--- src/hal_cfg.svh ---
// Widths, host command codes and identity constants
// for the housekeeping logic

`ifndef HAL_CFG_SVH
`define HAL_CFG_SVH

// Bus and datapath widths
`define HAL_GP_W        32
`define HAL_IO_W        16
`define HAL_AUD_W       16
`define HAL_SYNC_CNT_W  16

// Host command codes
`define HAL_CMD_CFG     8'h01
`define HAL_CMD_LED     8'h25
`define HAL_CMD_VOL     8'h26

// Host refuses to talk to a core with another signature
`define HAL_CORE_MAGIC  {24'h5CA623, 8'hA4}
`define HAL_IO_VER      2'd1

`endif

--- src/hal_pkg.sv ---
// Shared types: host word, command data views,
// core audio and LED requests, datapath words
`include "hal_cfg.svh"

package hal_pkg;

	// Host general-purpose word, bit 31 first
	typedef struct packed {
		logic [1:0]           reset_req;
		logic [8:0]           rsvd_hi;
		logic                 io_uio;
		logic [1:0]           rsvd_mid;
		logic                 io_clk;
		logic                 rsvd_lo;
		logic [`HAL_IO_W-1:0] io_din;
	} host_cmd_t;

	typedef struct packed {
		logic [6:0] rsvd_hi;
		logic       hdmi_limited;
		logic       dvi_mode;
		logic       audio_96k;
		logic       ypbpr_en;
		logic       rsvd_4;
		logic       csync;
		logic       vga_scaler;
		logic [1:0] rsvd_lo;
	} cfg_flags_t;

	typedef struct packed {
		logic [7:0] overtake;
		logic [7:0] state;
	} led_ovr_t;

	// One data word, read per command
	typedef union packed {
		cfg_flags_t cfg;
		led_ovr_t   led;
	} cmd_data_u;

	typedef struct packed {
		logic [`HAL_AUD_W-1:0] left;
		logic [`HAL_AUD_W-1:0] right;
		logic                  is_signed;
		logic [1:0]            mix;
	} core_audio_t;

	typedef struct packed {
		logic [1:0] power;
		logic [1:0] disk;
		logic       user;
	} led_req_t;

	// Sample with one guard bit
	typedef logic signed [`HAL_AUD_W:0] aud_ext_t;
	typedef logic [`HAL_SYNC_CNT_W-1:0] sync_cnt_t;

endpackage

--- src/aud_mix.sv ---
// One audio channel: deglitch, extension, stereo cross-mix,
// attenuation and saturating clamp, 8 cycles input to output
`timescale 1ns/1ps
`include "hal_cfg.svh"

module aud_mix
	import hal_pkg::*;
(
	input  logic                  clk_sys,
	input  logic                  resetd,
	input  logic [`HAL_AUD_W-1:0] i_sample,
	input  logic                  i_is_signed,
	input  logic [1:0]            i_mix,
	input  logic [4:0]            i_att,
	input  logic [`HAL_AUD_W-1:0] i_pre,
	output logic [`HAL_AUD_W-1:0] o_pre,
	output logic [`HAL_AUD_W-1:0] o_audio
);

	localparam int W = `HAL_AUD_W;

	logic [W-1:0] d1;
	logic [W-1:0] d2;
	logic [W-1:0] ca;
	aud_ext_t     ext_q;
	aud_ext_t     mix_q;
	aud_ext_t     att_q;
	logic [W-1:0] clip_q;

	////////////////////////////////////////
	// Deglitch
	////////////////////////////////////////

	// Core may change the sample across bits, take it once it holds
	always_ff @(posedge clk_sys) begin
		if (resetd) begin
			d1 <= '0;
			d2 <= '0;
			ca <= '0;
		end else begin
			d1 <= i_sample;
			d2 <= d1;
			if (d1 == d2)
				ca <= d2;
		end
	end

	////////////////////////////////////////
	// Arithmetic pipeline
	////////////////////////////////////////

	always_ff @(posedge clk_sys) begin
		if (resetd) begin
			ext_q   <= '0;
			mix_q   <= '0;
			att_q   <= '0;
			clip_q  <= '0;
			o_audio <= '0;
		end else begin
			// Unsigned samples are halved to fit the signed range
			ext_q <= i_is_signed ? {ca[W-1], ca} : {2'b00, ca[W-1:1]};

			// Partner's pre-mix is already at half scale
			case (i_mix)
				2'd0: mix_q <= ext_q;
				2'd1: mix_q <= ext_q - {{3{ext_q[W]}}, ext_q[W:3]}
				             + {{3{i_pre[W-1]}}, i_pre[W-1:2]};
				2'd2: mix_q <= ext_q - {{2{ext_q[W]}}, ext_q[W:2]}
				             + {{2{i_pre[W-1]}}, i_pre[W-1:1]};
				default: mix_q <= {ext_q[W], ext_q[W:1]} + {i_pre[W-1], i_pre};
			endcase

			if (i_att[4])
				att_q <= '0;
			else
				att_q <= mix_q >>> i_att[3:0];

			// Saturate on guard bit overflow
			if (att_q[W] ^ att_q[W-1])
				clip_q <= {att_q[W], {(W-1){~att_q[W]}}};
			else
				clip_q <= att_q[W-1:0];

			o_audio <= clip_q;
		end
	end

	assign o_pre = ext_q[W:1];

endmodule

--- src/cmd_decoder.sv ---
// Command decoder: first strobe of a transfer takes the command byte,
// later strobes write config flags, LED override or volume attenuation
`timescale 1ns/1ps
`include "hal_cfg.svh"

module cmd_decoder
	import hal_pkg::*;
(
	input  logic       clk_sys,
	input  logic       resetd,
	input  host_cmd_t  i_cmd,
	input  logic       i_strobe,
	output cfg_flags_t o_cfg,
	output led_ovr_t   o_led_ovr,
	output logic [4:0] o_vol_att
);

	cmd_data_u  din;
	logic       has_cmd;
	logic [7:0] cmd;

	assign din = i_cmd.io_din;

	////////////////////////////////////////
	// Command sequencer
	////////////////////////////////////////

	always_ff @(posedge clk_sys) begin
		if (resetd) begin
			has_cmd   <= 1'b0;
			cmd       <= '0;
			o_cfg     <= '0;
			o_led_ovr <= '0;
			o_vol_att <= '0;
		end else if (!i_cmd.io_uio) begin
			// Channel closed, next strobe starts a new command
			has_cmd <= 1'b0;
		end else if (i_strobe) begin
			if (!has_cmd) begin
				has_cmd <= 1'b1;
				cmd     <= i_cmd.io_din[7:0];
			end else begin
				// Same word seen as flags or as LED pair
				case (cmd)
					`HAL_CMD_CFG: o_cfg     <= din.cfg;
					`HAL_CMD_LED: o_led_ovr <= din.led;
					`HAL_CMD_VOL: o_vol_att <= i_cmd.io_din[4:0];
					default: begin
						// Unknown command, data dropped
					end
				endcase
			end
		end
	end

endmodule

--- src/hps_io_port.sv ---
// Host port: two-stage synchroniser of the host word,
// io_clk strobe and acknowledge, identity and status word
`timescale 1ns/1ps
`include "hal_cfg.svh"

module hps_io_port
	import hal_pkg::*;
(
	input  logic                 clk_sys,
	input  logic                 resetd,
	input  host_cmd_t            i_gp_out,
	output host_cmd_t            o_cmd,
	output logic                 o_strobe,
	output logic [`HAL_GP_W-1:0] o_gp_in
);

	host_cmd_t            gp_meta;
	logic                 clk_prev;
	logic                 ack;
	logic [`HAL_GP_W-1:0] status_word;

	// Host word is asynchronous to clk_sys
	always_ff @(posedge clk_sys) begin
		if (resetd) begin
			gp_meta <= '0;
			o_cmd   <= '0;
		end else begin
			gp_meta <= i_gp_out;
			o_cmd   <= gp_meta;
		end
	end

	// One strobe per rising io_clk, ack one cycle behind it
	always_ff @(posedge clk_sys) begin
		if (resetd) begin
			clk_prev <= 1'b0;
			o_strobe <= 1'b0;
			ack      <= 1'b0;
		end else begin
			clk_prev <= o_cmd.io_clk;
			o_strobe <= o_cmd.io_clk & ~clk_prev;
			ack      <= clk_prev;
		end
	end

	assign status_word = {1'b0, 12'd0, ack, `HAL_IO_VER, 16'd0};

	// Bit 31 reads high on the host side until the core is up,
	// so the magic word must answer without any clock
	assign o_gp_in = i_gp_out.reset_req[1] ? status_word : `HAL_CORE_MAGIC;

endmodule

--- src/sync_fix.sv ---
// Sync polarity fix: measures high and low widths of a sync
// signal and inverts it when the pulse is active low
`timescale 1ns/1ps
`include "hal_cfg.svh"

module sync_fix
	import hal_pkg::*;
(
	input  logic clk_sys,
	input  logic resetd,
	input  logic i_sync,
	output logic o_sync
);

	logic      s1;
	logic      s2;
	sync_cnt_t cnt;
	sync_cnt_t hi_width;
	sync_cnt_t lo_width;
	logic      pol;

	always_ff @(posedge clk_sys) begin
		if (resetd) begin
			s1       <= 1'b0;
			s2       <= 1'b0;
			cnt      <= '0;
			hi_width <= '0;
			lo_width <= '0;
			pol      <= 1'b0;
		end else begin
			s1 <= i_sync;
			s2 <= s1;
			// Rising edge closes a low phase
			if (s1 & ~s2)
				lo_width <= cnt;
			if (~s1 & s2)
				hi_width <= cnt;
			// Saturate on a stuck input
			if (s1 != s2)
				cnt <= '0;
			else if (cnt != '1)
				cnt <= cnt + sync_cnt_t'(1);
			pol <= hi_width > lo_width;
		end
	end

	assign o_sync = i_sync ^ pol;

endmodule

--- src/sys_hal_top.sv ---
// Housekeeping top: host port, command decoder, stereo mixer,
// sync polarity fix and mainboard LED merge
`timescale 1ns/1ps
`include "hal_cfg.svh"

module sys_hal_top
	import hal_pkg::*;
(
	input  logic                  clk_sys,
	input  logic                  resetd,
	input  host_cmd_t             i_gp_out,
	output logic [`HAL_GP_W-1:0]  o_gp_in,
	input  core_audio_t           i_core_audio,
	output logic [`HAL_AUD_W-1:0] o_audio_l,
	output logic [`HAL_AUD_W-1:0] o_audio_r,
	input  logic                  i_hs_raw,
	input  logic                  i_vs_raw,
	output logic                  o_hs,
	output logic                  o_vs,
	input  led_req_t              i_led_req,
	output logic [7:0]            o_led,
	output cfg_flags_t            o_cfg
);

	host_cmd_t             cmd;
	logic                  strobe;
	led_ovr_t              led_ovr;
	logic [4:0]            vol_att;
	logic [`HAL_AUD_W-1:0] pre_l;
	logic [`HAL_AUD_W-1:0] pre_r;
	logic                  power_on;
	logic                  disk_on;
	logic [7:0]            led_dflt;

	hps_io_port u_port (
		.clk_sys (clk_sys),
		.resetd  (resetd),
		.i_gp_out(i_gp_out),
		.o_cmd   (cmd),
		.o_strobe(strobe),
		.o_gp_in (o_gp_in)
	);

	cmd_decoder u_dec (
		.clk_sys  (clk_sys),
		.resetd   (resetd),
		.i_cmd    (cmd),
		.i_strobe (strobe),
		.o_cfg    (o_cfg),
		.o_led_ovr(led_ovr),
		.o_vol_att(vol_att)
	);

	////////////////////////////////////////
	// Audio with pre-mix crossed between channels
	////////////////////////////////////////

	aud_mix u_mix_l (
		.clk_sys    (clk_sys),
		.resetd     (resetd),
		.i_sample   (i_core_audio.left),
		.i_is_signed(i_core_audio.is_signed),
		.i_mix      (i_core_audio.mix),
		.i_att      (vol_att),
		.i_pre      (pre_r),
		.o_pre      (pre_l),
		.o_audio    (o_audio_l)
	);

	aud_mix u_mix_r (
		.clk_sys    (clk_sys),
		.resetd     (resetd),
		.i_sample   (i_core_audio.right),
		.i_is_signed(i_core_audio.is_signed),
		.i_mix      (i_core_audio.mix),
		.i_att      (vol_att),
		.i_pre      (pre_l),
		.o_pre      (pre_r),
		.o_audio    (o_audio_r)
	);

	sync_fix u_sync_h (
		.clk_sys(clk_sys),
		.resetd (resetd),
		.i_sync (i_hs_raw),
		.o_sync (o_hs)
	);

	sync_fix u_sync_v (
		.clk_sys(clk_sys),
		.resetd (resetd),
		.i_sync (i_vs_raw),
		.o_sync (o_vs)
	);

	////////////////////////////////////////
	// Mainboard LEDs
	////////////////////////////////////////

	// Power is lit unless the core takes it over
	assign power_on = i_led_req.power[1] ? i_led_req.power[0] : 1'b1;
	// Without host disk activity only the core request lights it
	assign disk_on  = i_led_req.disk[0];
	assign led_dflt = {5'b00000, power_on, disk_on, i_led_req.user};

	assign o_led = (led_ovr.overtake & led_ovr.state) | (~led_ovr.overtake & led_dflt);

endmodule

--- config.mk ---
export PLATFORM = sky130hd
export DESIGN_NAME = sys_hal_top
export DESIGN_NICKNAME = d
export VERILOG_FILES = /design/src/hal_pkg.sv /design/src/aud_mix.sv /design/src/cmd_decoder.sv /design/src/hps_io_port.sv /design/src/sync_fix.sv /design/src/sys_hal_top.sv
export VERILOG_INCLUDE_DIRS = /design/src /design/src/src
export SDC_FILE = /design/constraint.sdc
export NUM_CORES = 1
export LEC_CHECK = 0
export BUFFER_PORTS_ARGS = -buffer_cell sky130_fd_sc_hd__clkbuf_2
export CAP_MARGIN = 5
export CORE_MARGIN = 3
export CORE_UTILIZATION = 45
export CTS_BUF_LIST = sky130_fd_sc_hd__clkbuf_16
export CTS_CLUSTER_SIZE = 14
export DETAILED_ROUTE_END_ITERATION = 12
export PLACE_DENSITY = 0.64
export SLEW_MARGIN = 20
export SYNTH_ARGS = -nofsm -noshare
export SYNTH_HDL_FRONTEND = slang
export SYNTH_SLANG_ARGS = --single-unit
--- constraint.sdc ---
create_clock -name clk_sys -period 6.3 [get_ports clk_sys]
set_input_delay 0.63 -clock clk_sys [delete_from_list [all_inputs] [get_ports clk_sys]]
set_output_delay 0.63 -clock clk_sys [all_outputs]
set_load 0.01 [all_outputs]
==> results.txt <==
----------------------------------------------------
[Status]
  Status ... finished, final reports clean

[GRT]
  Initial antenna violation count ... 3
  First-pass GRT wire length ... 85.3 mm
  Gr usage total ... 19.2%
  Gr ovfl total ... 0
  Via count of the first global-routing pass ... 16700
  Maximum number of pins on one net before global-route repair ... 95

[CTS]
  Post-cts hold buffer count ... 0
  Clock net sink count ... roughly 450
  Clock input transition at the sequential cells of the worst setup and hold paths ... roughly 60 ps
  Number of buffers created by CTS ... 46
  Root Driver ... clkbuf_16
  Max Root-Sink Buffers ... 3
  H-tree depth ... 2
  TritonCTS clock tree ... built
  Total of cells resized after clock tree synthesis ... 0
  Clock latency reported for the late side of the worst-skew pair ... roughly 570 ps
  Post-CTS Setup Bufs ... 0

[Final layout]
  Util after Layout ... about half
  Nets ... between 2000 and 3000
  Fraction of final layout cells with drive strength greater than 1 ... about 10%
  Number of inserted filler cells in the final layout ... approximately 4600
  Area added between synthesis and finish ... 10.7%

[Logic synthesis]
  Largest area contributor in the synthesized netlist ... dfxtp_1
  Post-synthesis instance total ... around 2500
  Share of the yosys chip area belonging to registers ... between 30% and 40%
  Mapped Avg Cell Area ... 9.15 um^2
  Synth Cell Area ... roughly 23000 um^2
  Dominant synthesized flop cell ... dfxtp_1
  Count of warnings emitted by yosys ... 0
  Main area contributors after synthesis ... dfxtp_1 (39%), ha_1 (7.4%), mux2i_1 (6.9%), fa_1 (5.0%), nor2b_1 (4.4%)
  Async S/R FF share, synth ... 0%
  Fraction of post-synthesis cell area in the top cell type by area ... 39.2%
  Number of flops mapped to enable cells by yosys ... 0
  Number of unique standard cell types used by synthesis ... 85
  Number of storage elements in the synthesis netlist ... approximately 450

[Floorplan]
  Horiz. Die Dim ... ~230 um
  Effective utilization at floorplan ... a little under half
  Die H ... between 200 and 250 um
  Die area ... roughly 53000 um^2
  Total I/O pin count ... approximately 170
  Core box area ... roughly 50000 um^2
  Number of cell rows ... just over 80

[Power]
  Cell leakage power ... between 10 and 15 nW
  Power density cells ... around 230 nW/um^2
  Peak supply drop ... around 0.20 mV

[Placement]
  Count of buffers inserted at the top-level ports ... about 130
  RePlAce Congestion ... roughly 0.95
  Post-DP HPWL ... around 38 mm

[STA]
  Worst slew slack as a fraction of its limit ... between 20% and 30%
  Final Slew Violations ... 0
  Hold Violations, Final ... 0
  Post-route clock skew ... around 15 ps
  Worst hold slack ... 265 ps
  Upper clock frequency limit ... around 260 MHz
  Fin Setup TNS ... 0 ps
  Slew at the pin closest to its max-slew limit ... between 1000 and 1500 ps
  Time the worst path needs with I/O delays and setup ... between 3000 and 4000 ps
  RSZ-0062 raised after global routing ... no
  Share of the clock period used by the worst path ... between 60% and 70%
  # setup viols final ... 0

[Drt]
  DRT Pass-1 Iters ... 4
  Antenna Violating Nets Remaining ... 0
  DRC viols ... 0
  Per-cell routed wire length ... about 16 um
  Vias ... between 15000 and 20000
  DRT iter0 DRCs ... 750
  Total wire length after detailed routing ... 51.3 mm
  Mean number of vias per cell ... 5.19

[Critical path]
  Crit end category ... flop
  Crit Path Class ... flop to flop
  Endpoint required time on the critical path ... about 6800 ps
  CP arrival ... between 4000 and 5000 ps
  Critical-path maximum fanout ... 5
  Startpoint types ... flop

[Min path]
  Hold WC Path Type ... primary input to flop

[Run]
  Max-cap violation count ... 0

----------------------------------------------------
==> per-layer routing <==
metal,vias up,share of wire [%],global-route usage (%)
met5,-,0.025,0
met4,2,2.0,4.88
met3,79,4.4,3.00
met2,365,47,32.2
met1,8018,46,25.9
li1,8473,-,-
==> per-stage QoR <==
stage                     cells  area [um^2]  total power, mW  worst slack, ps
final                      3265        25300             5.79             2430
after global routing       3264        25300             6.02             2090
after CTS                  3263        25300             5.87             2390
after detailed placement   3179        23800             3.24             2410
after global placement     3179        23800             3.23             2480
after floorplan            2513        22900             3.16             3050
==> Yosys cell counts, types with 4 or more instances <==
cell,instances
a211oi_1,45
a21o_1,23
a21oi_1,165
a221oi_1,8
a22oi_1,4
a311oi_1,9
a31oi_1,16
a41oi_1,5
and2_1,14
and3_1,19
buf_1,18
buf_2,14
buf_4,32
clkbuf_1,78
dfxtp_1,447
fa_1,57
ha_1,135
inv_1,204
mux2_2,12
mux2i_1,158
mux4_2,18
nand2_1,193
nand2b_1,15
nand3_1,36
nand3b_1,5
nand4_1,18
nor2_1,260
nor2b_1,159
nor3_1,30
nor4_1,11
o2111ai_1,5
o211ai_1,5
o21a_1,19
o21ai_0,47
o21ai_1,10
o21bai_1,12
o31ai_1,6
or2_2,7
xnor2_1,43
xor2_1,72
==> worst paths after layout <==
path / endpoint / slack [ps] / start / cells after the start
max reg2reg: u_mix_r.mix_q[16] / 2430 / u_mix_l.ext_q[4] / 12
max: u_mix_r.mix_q[16] / 2430 / u_mix_l.ext_q[4] / 12
min: u_port.gp_meta[15] / 260 / i_gp_out[15] / 2
min reg2reg: u_port.o_strobe / 400 / u_port.clk_prev / 1
==> logic make-up after synthesis <==
group / share of synthesized area, %
adder cells (fa/ha/maj): 12.4
flip-flops: 39.2
other: 0.0164
XOR/XNOR: 4.41
multiplexers: 9.29
buffers and inverters: 6.46
AO/OA/AOI/OAI: 11.8
AND/OR/NAND/NOR: 16.5
==> cell usage in the layout (no fill, tap or decap), drive strengths merged, types with 12 or more instances in the layout <==
| master | n |
|---|---|
| nor3 | 31 |
| o21ai | 59 |
| nor2b | 160 |
| conb | 17 |
| clkinv | 19 |
| nand4 | 18 |
| inv | 220 |
| and3 | 20 |
| xnor2 | 43 |
| fa | 57 |
| xor2 | 72 |
| o21a | 19 |
| mux2i | 158 |
| ha | 135 |
| mux4 | 18 |
| o21bai | 12 |
| nand3 | 36 |
| a21oi | 167 |
| a211oi | 46 |
| mux2 | 12 |
| nand2b | 15 |
| a31oi | 17 |
| a21o | 24 |
| nor2 | 261 |
| buf | 14 |
| dfxtp | 447 |
| nand2 | 193 |
| clkbuf | 180 |
| and2 | 15 |
==> where the power goes <==
part	internal (mW)	switching, mW
sequential	2.88	0.0312
combinational	0.105	0.160
clock	1.52	1.10
==> worst max-delay path: stages, from the launching register on <==
cell      delay [ps]
dfxtp_1          470
inv_1            250
fa_1             590
inv_1             70
fa_1             460
a21o_1           210
a21oi_2          210
nor3_1            80
nand3b_1         210
o41ai_2          580
a31oi_1          180
xnor2_1          170
o311ai_1         290
==> state kept, by name, summed over array words and instances, names as in the netlist, 17 cells and up <==
register,cells
u_mix_l.mix_q,17
u_mix_r.att_q,17
u_port.o_cmd,18
u_mix_r.mix_q,17
u_port.gp_meta,18
u_mix_l.att_q,17
==> area by class of cell <==
cell class              instances  area (um^2)  area share, %
diodes                          1         2.50        0.00990
well taps                     664          831           3.29
clock inverters                37          288           1.14
flip-flops and latches        447         8950           35.4
clock buffers                  47         1180           4.65
multi-input cells            1715        12500           49.3
inverters                     207          777           3.07
repair buffers                147          782           3.09
Note: power is estimated with default switching activity, not from simulation.
